[src/verilog/exec_config.svh]
`ifndef EXEC_CONFIG_SVH
`define EXEC_CONFIG_SVH

// Data path and pc width
`define EXEC_XLEN 32

// Architectural integer registers
`define EXEC_REG_COUNT 32
`define EXEC_REG_AW ($clog2(`EXEC_REG_COUNT))

`endif

[src/verilog/exec_pkg.sv]
`default_nettype none

package exec_pkg;

    typedef enum logic [3:0] {
        ALU_ADD  = 4'd0,
        ALU_SUB  = 4'd1,
        ALU_SLL  = 4'd2,
        ALU_SLT  = 4'd3,
        ALU_SLTU = 4'd4,
        ALU_XOR  = 4'd5,
        ALU_SRL  = 4'd6,
        ALU_SRA  = 4'd7,
        ALU_OR   = 4'd8,
        ALU_AND  = 4'd9
    } alu_op_e;

    // How the raw immediate is widened in execute
    typedef enum logic [1:0] {
        IMM_NONE  = 2'd0,
        IMM_I12   = 2'd1, // Sign extended
        IMM_U20   = 2'd2, // Upper 20 bits, low 12 zero
        IMM_SHAMT = 2'd3  // Zero extended 5 bits
    } imm_kind_e;

    typedef enum logic [1:0] {
        SRC1_REG  = 2'd0,
        SRC1_PC   = 2'd1,
        SRC1_ZERO = 2'd2
    } src1_sel_e;

    typedef enum logic [1:0] {
        SRC2_IMM  = 2'd0,
        SRC2_REG  = 2'd1,
        SRC2_ZERO = 2'd2
    } src2_sel_e;

endpackage

`default_nettype wire

[src/verilog/alu.sv]
`timescale 1ns/10ps
`default_nettype none

`include "exec_config.svh"

module alu (
    input  wire logic [`EXEC_XLEN-1:0]  a,
    input  wire logic [`EXEC_XLEN-1:0]  b,
    input  wire exec_pkg::alu_op_e      op,
    output logic      [`EXEC_XLEN-1:0]  result
);

    import exec_pkg::*;

    logic [4:0] shamt;

    assign shamt = b[4:0];

    always_comb begin
        case (op)
            ALU_ADD:  result = a + b;
            ALU_SUB:  result = a - b;
            ALU_SLL:  result = a << shamt;
            ALU_SLT:  result = {{(`EXEC_XLEN-1){1'b0}}, $signed(a) < $signed(b)};
            ALU_SLTU: result = {{(`EXEC_XLEN-1){1'b0}}, a < b};
            ALU_XOR:  result = a ^ b;
            ALU_SRL:  result = a >> shamt;
            ALU_SRA:  result = $unsigned($signed(a) >>> shamt); // Keeps sign bit
            ALU_OR:   result = a | b;
            ALU_AND:  result = a & b;
            default:  result = '0;
        endcase
    end

endmodule

`default_nettype wire

[src/verilog/decode_unit.sv]
`timescale 1ns/10ps
`default_nettype none

`include "exec_config.svh"

module decode_unit (
    input  wire logic                      clock,
    input  wire logic                      reset,
    input  wire logic                      in_valid,
    output logic                           in_ready,
    input  wire logic [`EXEC_XLEN-1:0]     instr,
    input  wire logic [`EXEC_XLEN-1:0]     pc,
    output logic      [`EXEC_REG_AW-1:0]   rs1_addr,
    output logic      [`EXEC_REG_AW-1:0]   rs2_addr,
    input  wire logic [`EXEC_XLEN-1:0]     rs1_data,
    input  wire logic [`EXEC_XLEN-1:0]     rs2_data,
    input  wire logic                      wb_enable,
    input  wire logic [`EXEC_REG_AW-1:0]   wb_addr,
    output logic                           dec_valid,
    input  wire logic                      dec_ready,
    output logic      [`EXEC_XLEN-1:0]     dec_pc,
    output logic      [`EXEC_REG_AW-1:0]   dec_rd,
    output logic                           dec_write,
    output exec_pkg::alu_op_e              dec_alu_op,
    output exec_pkg::imm_kind_e            dec_imm_kind,
    output logic      [`EXEC_XLEN-1:0]     dec_imm,
    output exec_pkg::src1_sel_e            dec_src1_sel,
    output exec_pkg::src2_sel_e            dec_src2_sel,
    output logic                           dec_invert,
    output logic      [`EXEC_XLEN-1:0]     dec_rs1_value,
    output logic      [`EXEC_XLEN-1:0]     dec_rs2_value
);

    import exec_pkg::*;

    localparam logic [6:0] OPC_OP     = 7'b0110011;
    localparam logic [6:0] OPC_OP_IMM = 7'b0010011;
    localparam logic [6:0] OPC_LUI    = 7'b0110111;
    localparam logic [6:0] OPC_AUIPC  = 7'b0010111;

    logic [6:0]                 opcode;
    logic [2:0]                 funct3;
    logic                       funct7_alt;
    logic [`EXEC_REG_AW-1:0]    rd;
    alu_op_e                    alu_op_d;
    imm_kind_e                  imm_kind_d;
    logic [`EXEC_XLEN-1:0]      imm_d;
    src1_sel_e                  src1_d;
    src2_sel_e                  src2_d;
    logic                       write_d;
    logic                       invert_d;
    logic                       uses_rs1;
    logic                       uses_rs2;
    logic [`EXEC_REG_COUNT-1:0] pending;
    logic [`EXEC_REG_COUNT-1:0] pending_next;
    logic                       hazard;
    logic                       accept;

    assign opcode     = instr[6:0];
    assign rd         = instr[11:7];
    assign funct3     = instr[14:12];
    assign funct7_alt = instr[30];
    assign rs1_addr   = instr[19:15];
    assign rs2_addr   = instr[24:20];

    always_comb begin
        imm_kind_d = IMM_NONE;
        imm_d      = '0;
        src1_d     = SRC1_REG;
        src2_d     = SRC2_REG;
        write_d    = 1'b1;
        invert_d   = 1'b0;
        uses_rs1   = 1'b0;
        uses_rs2   = 1'b0;
        case (funct3)
            3'b000: alu_op_d = (opcode == OPC_OP && funct7_alt) ? ALU_SUB : ALU_ADD;
            3'b001: alu_op_d = ALU_SLL;
            3'b010: alu_op_d = ALU_SLT;
            3'b011: alu_op_d = ALU_SLTU;
            3'b100: alu_op_d = ALU_XOR;
            3'b101: alu_op_d = funct7_alt ? ALU_SRA : ALU_SRL; // SRAI too
            3'b110: alu_op_d = ALU_OR;
            default: alu_op_d = ALU_AND;
        endcase
        case (opcode)
            OPC_OP: begin
                uses_rs1 = 1'b1;
                uses_rs2 = 1'b1;
            end
            OPC_OP_IMM: begin
                uses_rs1 = 1'b1;
                src2_d   = SRC2_IMM;
                if (funct3 == 3'b001 || funct3 == 3'b101) begin
                    imm_kind_d = IMM_SHAMT;
                    imm_d      = {{(`EXEC_XLEN-5){1'b0}}, instr[24:20]};
                end else begin
                    imm_kind_d = IMM_I12;
                    imm_d      = {{(`EXEC_XLEN-12){1'b0}}, instr[31:20]};
                end
            end
            OPC_LUI, OPC_AUIPC: begin
                alu_op_d   = ALU_ADD;
                imm_kind_d = IMM_U20;
                imm_d      = {{(`EXEC_XLEN-20){1'b0}}, instr[31:12]};
                src1_d     = (opcode == OPC_LUI) ? SRC1_ZERO : SRC1_PC;
                src2_d     = SRC2_IMM;
            end
            default: write_d = 1'b0;
        endcase
    end

    // Destination checked too so an older write cannot clear a newer pending bit
    assign hazard = (uses_rs1 && pending[rs1_addr]) || (uses_rs2 && pending[rs2_addr])
                  || (write_d && pending[rd]);
    assign in_ready = (!dec_valid || dec_ready) && !hazard;
    assign accept   = in_valid && in_ready;

    always_comb begin
        pending_next = pending;
        if (wb_enable) begin
            pending_next[wb_addr] = 1'b0;
        end
        if (accept && write_d && rd != '0) begin // Set wins over same-edge clear
            pending_next[rd] = 1'b1;
        end
    end

    always_ff @(posedge clock or posedge reset) begin
        if (reset) begin
            pending   <= '0;
            dec_valid <= 1'b0;
        end else begin
            pending <= pending_next;
            if (!dec_valid || dec_ready) begin
                dec_valid <= accept; // Bubble while stalled
            end
        end
    end

    always_ff @(posedge clock) begin
        if (accept) begin
            dec_pc        <= pc;
            dec_rd        <= rd;
            dec_write     <= write_d;
            dec_alu_op    <= alu_op_d;
            dec_imm_kind  <= imm_kind_d;
            dec_imm       <= imm_d;
            dec_src1_sel  <= src1_d;
            dec_src2_sel  <= src2_d;
            dec_invert    <= invert_d;
            dec_rs1_value <= rs1_data;
            dec_rs2_value <= rs2_data;
        end
    end

endmodule

`default_nettype wire

[src/verilog/exec_core_top.sv]
`timescale 1ns/10ps
`default_nettype none

`include "exec_config.svh"

module exec_core_top (
    input  wire logic                      clock,
    input  wire logic                      reset,
    input  wire logic                      in_valid,
    output logic                           in_ready,
    input  wire logic [`EXEC_XLEN-1:0]     instr,
    input  wire logic [`EXEC_XLEN-1:0]     pc,
    output logic                           retire_valid,
    input  wire logic                      retire_ready,
    output logic      [`EXEC_REG_AW-1:0]   retire_rd,
    output logic      [`EXEC_XLEN-1:0]     retire_value,
    output logic                           retire_write
);

    import exec_pkg::*;

    logic [`EXEC_REG_AW-1:0] rs1_addr;
    logic [`EXEC_REG_AW-1:0] rs2_addr;
    logic [`EXEC_XLEN-1:0]   rs1_data;
    logic [`EXEC_XLEN-1:0]   rs2_data;
    logic                    wb_enable;
    logic [`EXEC_REG_AW-1:0] wb_addr;
    logic [`EXEC_XLEN-1:0]   wb_data;

    logic                    dec_valid;
    logic                    dec_ready;
    logic [`EXEC_XLEN-1:0]   dec_pc;
    logic [`EXEC_REG_AW-1:0] dec_rd;
    logic                    dec_write;
    alu_op_e                 dec_alu_op;
    imm_kind_e               dec_imm_kind;
    logic [`EXEC_XLEN-1:0]   dec_imm;
    src1_sel_e               dec_src1_sel;
    src2_sel_e               dec_src2_sel;
    logic                    dec_invert;
    logic [`EXEC_XLEN-1:0]   dec_rs1_value;
    logic [`EXEC_XLEN-1:0]   dec_rs2_value;

    logic                    ex_valid;
    logic                    ex_ready;
    logic [`EXEC_REG_AW-1:0] ex_rd;
    logic                    ex_write;
    logic [`EXEC_XLEN-1:0]   ex_result;

    register_file register_file_i (
        .clock     (clock),
        .reset     (reset),
        .rs1_addr  (rs1_addr),
        .rs2_addr  (rs2_addr),
        .rs1_data  (rs1_data),
        .rs2_data  (rs2_data),
        .wb_enable (wb_enable),
        .wb_addr   (wb_addr),
        .wb_data   (wb_data)
    );

    decode_unit decode_unit_i (
        .clock         (clock),
        .reset         (reset),
        .in_valid      (in_valid),
        .in_ready      (in_ready),
        .instr         (instr),
        .pc            (pc),
        .rs1_addr      (rs1_addr),
        .rs2_addr      (rs2_addr),
        .rs1_data      (rs1_data),
        .rs2_data      (rs2_data),
        .wb_enable     (wb_enable),
        .wb_addr       (wb_addr),
        .dec_valid     (dec_valid),
        .dec_ready     (dec_ready),
        .dec_pc        (dec_pc),
        .dec_rd        (dec_rd),
        .dec_write     (dec_write),
        .dec_alu_op    (dec_alu_op),
        .dec_imm_kind  (dec_imm_kind),
        .dec_imm       (dec_imm),
        .dec_src1_sel  (dec_src1_sel),
        .dec_src2_sel  (dec_src2_sel),
        .dec_invert    (dec_invert),
        .dec_rs1_value (dec_rs1_value),
        .dec_rs2_value (dec_rs2_value)
    );

    execute_unit execute_unit_i (
        .clock         (clock),
        .reset         (reset),
        .dec_valid     (dec_valid),
        .dec_ready     (dec_ready),
        .dec_pc        (dec_pc),
        .dec_rd        (dec_rd),
        .dec_write     (dec_write),
        .dec_alu_op    (dec_alu_op),
        .dec_imm_kind  (dec_imm_kind),
        .dec_imm       (dec_imm),
        .dec_src1_sel  (dec_src1_sel),
        .dec_src2_sel  (dec_src2_sel),
        .dec_invert    (dec_invert),
        .dec_rs1_value (dec_rs1_value),
        .dec_rs2_value (dec_rs2_value),
        .ex_valid      (ex_valid),
        .ex_ready      (ex_ready),
        .ex_rd         (ex_rd),
        .ex_write      (ex_write),
        .ex_result     (ex_result)
    );

    writeback_unit writeback_unit_i (
        .clock        (clock),
        .reset        (reset),
        .ex_valid     (ex_valid),
        .ex_ready     (ex_ready),
        .ex_rd        (ex_rd),
        .ex_write     (ex_write),
        .ex_result    (ex_result),
        .retire_valid (retire_valid),
        .retire_ready (retire_ready),
        .retire_rd    (retire_rd),
        .retire_value (retire_value),
        .retire_write (retire_write),
        .wb_enable    (wb_enable),
        .wb_addr      (wb_addr),
        .wb_data      (wb_data)
    );

endmodule

`default_nettype wire

[src/verilog/execute_unit.sv]
`timescale 1ns/10ps
`default_nettype none

`include "exec_config.svh"

module execute_unit (
    input  wire logic                      clock,
    input  wire logic                      reset,
    input  wire logic                      dec_valid,
    output logic                           dec_ready,
    input  wire logic [`EXEC_XLEN-1:0]     dec_pc,
    input  wire logic [`EXEC_REG_AW-1:0]   dec_rd,
    input  wire logic                      dec_write,
    input  wire exec_pkg::alu_op_e         dec_alu_op,
    input  wire exec_pkg::imm_kind_e       dec_imm_kind,
    input  wire logic [`EXEC_XLEN-1:0]     dec_imm,
    input  wire exec_pkg::src1_sel_e       dec_src1_sel,
    input  wire exec_pkg::src2_sel_e       dec_src2_sel,
    input  wire logic                      dec_invert,
    input  wire logic [`EXEC_XLEN-1:0]     dec_rs1_value,
    input  wire logic [`EXEC_XLEN-1:0]     dec_rs2_value,
    output logic                           ex_valid,
    input  wire logic                      ex_ready,
    output logic      [`EXEC_REG_AW-1:0]   ex_rd,
    output logic                           ex_write,
    output logic      [`EXEC_XLEN-1:0]     ex_result
);

    import exec_pkg::*;

    logic [`EXEC_XLEN-1:0] imm_full;
    logic [`EXEC_XLEN-1:0] operand_a;
    logic [`EXEC_XLEN-1:0] operand_b;
    logic [`EXEC_XLEN-1:0] alu_result;
    logic [`EXEC_XLEN-1:0] result;
    logic                  transfer;

    always_comb begin
        case (dec_imm_kind)
            IMM_I12:   imm_full = {{(`EXEC_XLEN-12){dec_imm[11]}}, dec_imm[11:0]};
            IMM_U20:   imm_full = {dec_imm[19:0], 12'd0};
            IMM_SHAMT: imm_full = {{(`EXEC_XLEN-5){1'b0}}, dec_imm[4:0]};
            default:   imm_full = '0;
        endcase
    end

    always_comb begin
        case (dec_src1_sel)
            SRC1_REG: operand_a = dec_rs1_value;
            SRC1_PC:  operand_a = dec_pc;
            default:  operand_a = '0;
        endcase
    end

    always_comb begin
        case (dec_src2_sel)
            SRC2_IMM: operand_b = imm_full;
            SRC2_REG: operand_b = dec_rs2_value;
            default:  operand_b = '0;
        endcase
    end

    alu alu_i (
        .a      (operand_a),
        .b      (operand_b),
        .op     (dec_alu_op),
        .result (alu_result)
    );

    // Invert only touches the compare bit
    assign result = alu_result ^ {{(`EXEC_XLEN-1){1'b0}}, dec_invert};

    assign dec_ready = !ex_valid || ex_ready;
    assign transfer  = dec_valid && dec_ready;

    always_ff @(posedge clock or posedge reset) begin
        if (reset) begin
            ex_valid <= 1'b0;
        end else if (dec_ready) begin
            ex_valid <= dec_valid;
        end
    end

    always_ff @(posedge clock) begin
        if (transfer) begin
            ex_rd     <= dec_rd;
            ex_write  <= dec_write;
            ex_result <= result;
        end
    end

endmodule

`default_nettype wire

[src/verilog/register_file.sv]
`timescale 1ns/10ps
`default_nettype none

`include "exec_config.svh"

module register_file (
    input  wire logic                        clock,
    input  wire logic                        reset,
    input  wire logic [`EXEC_REG_AW-1:0]     rs1_addr,
    input  wire logic [`EXEC_REG_AW-1:0]     rs2_addr,
    output logic      [`EXEC_XLEN-1:0]       rs1_data,
    output logic      [`EXEC_XLEN-1:0]       rs2_data,
    input  wire logic                        wb_enable,
    input  wire logic [`EXEC_REG_AW-1:0]     wb_addr,
    input  wire logic [`EXEC_XLEN-1:0]       wb_data
);

    logic [`EXEC_XLEN-1:0] regs [`EXEC_REG_COUNT];

    always_ff @(posedge clock or posedge reset) begin
        if (reset) begin
            for (int i = 0; i < `EXEC_REG_COUNT; i++) begin
                regs[i] <= '0;
            end
        end else if (wb_enable && wb_addr != '0) begin // x0 stays zero
            regs[wb_addr] <= wb_data;
        end
    end

    // No bypass so decode waits a cycle after the write
    always_comb begin
        rs1_data = (rs1_addr == '0) ? '0 : regs[rs1_addr];
        rs2_data = (rs2_addr == '0) ? '0 : regs[rs2_addr];
    end

endmodule

`default_nettype wire

[src/verilog/writeback_unit.sv]
`timescale 1ns/10ps
`default_nettype none

`include "exec_config.svh"

module writeback_unit (
    input  wire logic                      clock,
    input  wire logic                      reset,
    input  wire logic                      ex_valid,
    output logic                           ex_ready,
    input  wire logic [`EXEC_REG_AW-1:0]   ex_rd,
    input  wire logic                      ex_write,
    input  wire logic [`EXEC_XLEN-1:0]     ex_result,
    output logic                           retire_valid,
    input  wire logic                      retire_ready,
    output logic      [`EXEC_REG_AW-1:0]   retire_rd,
    output logic      [`EXEC_XLEN-1:0]     retire_value,
    output logic                           retire_write,
    output logic                           wb_enable,
    output logic      [`EXEC_REG_AW-1:0]   wb_addr,
    output logic      [`EXEC_XLEN-1:0]     wb_data
);

    assign ex_ready = !retire_valid || retire_ready;

    always_ff @(posedge clock or posedge reset) begin
        if (reset) begin
            retire_valid <= 1'b0;
        end else if (ex_ready) begin
            retire_valid <= ex_valid;
        end
    end

    always_ff @(posedge clock) begin
        if (ex_valid && ex_ready) begin
            retire_rd    <= ex_rd;
            retire_value <= ex_result; // Shown even for x0
            retire_write <= ex_write && ex_rd != '0;
        end
    end

    // Register file write only in the accepting cycle
    assign wb_enable = retire_valid && retire_ready && retire_write;
    assign wb_addr   = retire_rd;
    assign wb_data   = retire_value;

endmodule

`default_nettype wire
[config.mk]
export PLATFORM = sky130hd
export DESIGN_NAME = exec_core_top
export DESIGN_NICKNAME = d
export VERILOG_FILES = /design/src/verilog/exec_pkg.sv /design/src/verilog/alu.sv /design/src/verilog/decode_unit.sv /design/src/verilog/exec_core_top.sv /design/src/verilog/execute_unit.sv /design/src/verilog/register_file.sv /design/src/verilog/writeback_unit.sv
export VERILOG_INCLUDE_DIRS = /design/src /design/src/verilog
export SDC_FILE = /design/constraint.sdc
export NUM_CORES = 2
export LEC_CHECK = 0
export BUFFER_PORTS_ARGS = -buffer_cell sky130_fd_sc_hd__buf_2
export CORE_UTILIZATION = 55
export CTS_CLUSTER_SIZE = 8
export DETAILED_ROUTE_END_ITERATION = 7
export PLACE_DENSITY = 0.71
export SYNTH_ARGS = -nofsm -noshare
export SYNTH_HDL_FRONTEND = slang
export SYNTH_SLANG_ARGS = --single-unit
[constraint.sdc]
create_clock -name clock -period 40.2 [get_ports clock]
set_clock_uncertainty 0.05 [all_clocks]
set_input_delay 2.01 -clock clock [delete_from_list [all_inputs] [get_ports clock]]
set_output_delay 2.01 -clock clock [all_outputs]
set_load 0.02 [all_outputs]
==> reports/results.ini <==
[critical_path]
rrSetupSlack_ns=34.13
critPathCaptureType=output pin
cp.arrival_ns=5.59
start_kind=input port
crit_required_ns=38.14
rr_worst_depth=16
cp_max_fo=72
path_class=input port to output pin

[floorplan]
fp-row-count=132
core_um2=130000
die_h_um=365
start_util_pct=55.7
die_x_um=365
ioPinCount=108
die-area_um2=133000

[synthesis]
ys_types=78
synth-edff-count=207
synth_nets=5479
async_flop_share_pct=83.6
synth_cells=5312
synth-seq-cells=1266
syn_avg_cell_area_um2=13.6
ys_seq_area_share_pct=45.2
synth_area_um2=72400
ys_warn_count=0
ys.flop_type=dfrtp_1

[clock_network]
post_cts_buffers=0
cts.path.max_buffers=3
cts_root_buf=clkbuf_16
cts_resized=0
cts_num_sinks=1266
cts_tree=built
htreeDepth=4
path_clk_slew_ns=0.05
clk_latency_ns=0.82
cts-buffers-inserted=177
cts_hold_buf=0

[route]
drt.antenna.violating_nets=0
first_iter_violations=6409
via_count=50400
post_drt_via_cell_ratio=7.18
wire_per_inst_um=34.9
firstDrtPassIters=6
routed_wl_mm=245
drc=0

[place]
place_area_um2=74400
gp_congestion=1.03
hpwl_mm=147
pre_cts_ws_ns=32.54
io_buffers=107

[timing]
rsz0062_at_grt=false
post-route-min-period_ns=7.65
period_share_pct=19.0
slew_headroom_pct=14.1
final_max_slew_viol_count=0
fin_hold_ws_ns=0.346
fmax_ghz=0.131
worstMarginPinSlew_ns=1.29
layout_setup_ws_ns=32.55
setup_tns_ns=0
setup_viol=0
hold_viol=0

[finish]
syn_to_final_growth_pct=9.66
final.fill_count=9949
drive_gt1_share_pct=41.1
stdcell_area_um2=79300
fin_util_pct=61.0
fin_nets=5362

[global_routing]
antenna_found_initial=16
grt_pass1_vias=50300
track_usage_pct=37.3
grt_overflow=0
grt_start_max_net_pins=174
grt_pass1_wl_mm=355

[min_path]
min_delay_path_depth=0
hold_class=flip-flop to flip-flop

[flow_run]
drv_cap=0

[power_and_ir_drop]
vdd_drop_max_uv=31.6
leakage_nw=34.9
powerDensity_nw_per_um2=53.9

[outcome]
status=completed

[report_power, final]
| part | internal (mW) | switching (mW) | leakage, nW |
|---|---|---|---|
| clock | 0.808 | 0.557 | 2.39 |
| combinational | 0.558 | 0.526 | 16.2 |
| sequential | 1.60 | 0.229 | 16.4 |
| total | 2.97 | 1.31 | 34.9 |
[per-layer routing]
| layer | share of wire [%] | vias to the layer above | track usage, % |
|---|---|---|---|
| met5 | 0.018 | - | 0 |
| met4 | 5.2 | 8 | 17.4 |
| met3 | 11 | 657 | 10.3 |
| met2 | 45 | 2947 | 56.2 |
| met1 | 38 | 26500 | 50.2 |
| li1 | - | 20200 | - |
[cell type report]
type                       count  area [um^2]  area share, %
clock inverter                15          245          0.309
tap                         1742         2180           2.75
clock buffer                 234         4710           5.93
multi-input combinational   3383        37300           47.1
timing repair buffer         246         1680           2.11
antenna                        5         12.5         0.0158
sequential                  1266        32700           41.2
inverter                     121          467          0.588
[stage by stage]
step	power [mW]	cells
floorplan	2.57	5312
global placement	2.86	6758
detailed placement	2.90	6758
CTS	4.27	7007
global route	4.44	7008
finish	4.28	7012
[critical path, stage by stage]
cell      delay, ns
buf_8          0.66
buf_4          0.69
mux4_2         0.60
mux4_2         0.49
mux2_2         0.28
nand3_1        0.08
and3_1         0.17
a21boi_0       0.33
buf_2          0.24
[path summary, 6_finish.rpt]
path | end | startpoint
worst max-delay path | in_ready | instr[20]
worst min-delay path | register_file_i.regs[1018]$_DFFE_PP0P_ | register_file_i.regs[1018]$_DFFE_PP0P_
worst max register to register | execute_unit_i.ex_result[0]$_SDFFCE_PN0P_ | decode_unit_i.dec_src1_sel[0]$_SDFFCE_PP0P_
worst min register to register | register_file_i.regs[1018]$_DFFE_PP0P_ | register_file_i.regs[1018]$_DFFE_PP0P_
max in group asynchronous | register_file_i.regs[82]$_DFFE_PP0P_ | reset
min in group asynchronous | register_file_i.regs[356]$_DFFE_PP0P_ | reset
[cells in the mapped netlist, types with 48 or more instances]
master    number  area share [%]
a21oi_1      137            0.95
a22o_1        48            0.58
buf_1         68            0.35
buf_2         50            0.35
clkbuf_1     417             2.2
dfrtp_1     1059              37
edfxtp_1     207             8.6
ha_1          97             1.7
inv_1        120            0.62
mux2_2      1049              16
mux2i_1      263             3.6
mux4_2       595              19
nand2_1      189            0.98
nor2_1       237             1.2
nor3_1        58            0.40
o21ai_0      112            0.77
o22ai_1       51            0.44
[flip-flops by register name, indices dropped and copies added, names as in the netlist, 2 cells and up]
register / cells
register_file_i.regs: 1024
decode_unit_i.dec_rd: 5
execute_unit_i.ex_result: 32
decode_unit_i.dec_alu_op: 4
decode_unit_i.dec_imm: 20
decode_unit_i.pending: 32
writeback_unit_i.retire_value: 32
writeback_unit_i.retire_rd: 5
decode_unit_i.dec_pc: 32
execute_unit_i.ex_rd: 5
decode_unit_i.dec_rs1_value: 32
decode_unit_i.dec_imm_kind: 2
decode_unit_i.dec_src1_sel: 2
decode_unit_i.dec_rs2_value: 32
[cells in the final DEF, fill, tap and decap left out, types with 55 or more instances in the layout]
| master | instances |
|---|---|
| edfxtp_1 | 207 |
| nand2_1 | 172 |
| mux4_2 | 595 |
| a21oi_1 | 137 |
| buf_4 | 141 |
| dfrtp_1 | 1059 |
| buf_2 | 97 |
| o21ai_0 | 112 |
| mux2_2 | 1049 |
| nor3_1 | 55 |
| ha_1 | 97 |
| nor2_1 | 224 |
| mux2i_1 | 263 |
| inv_1 | 117 |
| clkbuf_16 | 179 |
[logic make-up after synthesis]
group	after synthesis	synth area share, %
compound gates	698	6.68
mux	1907	38.5
fa+ha+maj	99	1.73
simple gates	674	4.26
flops	1266	45.2
xor+xnor	5	0.0605
buf+inv	663	3.57
No activity file was read; power rests on OpenSTA's default activity.
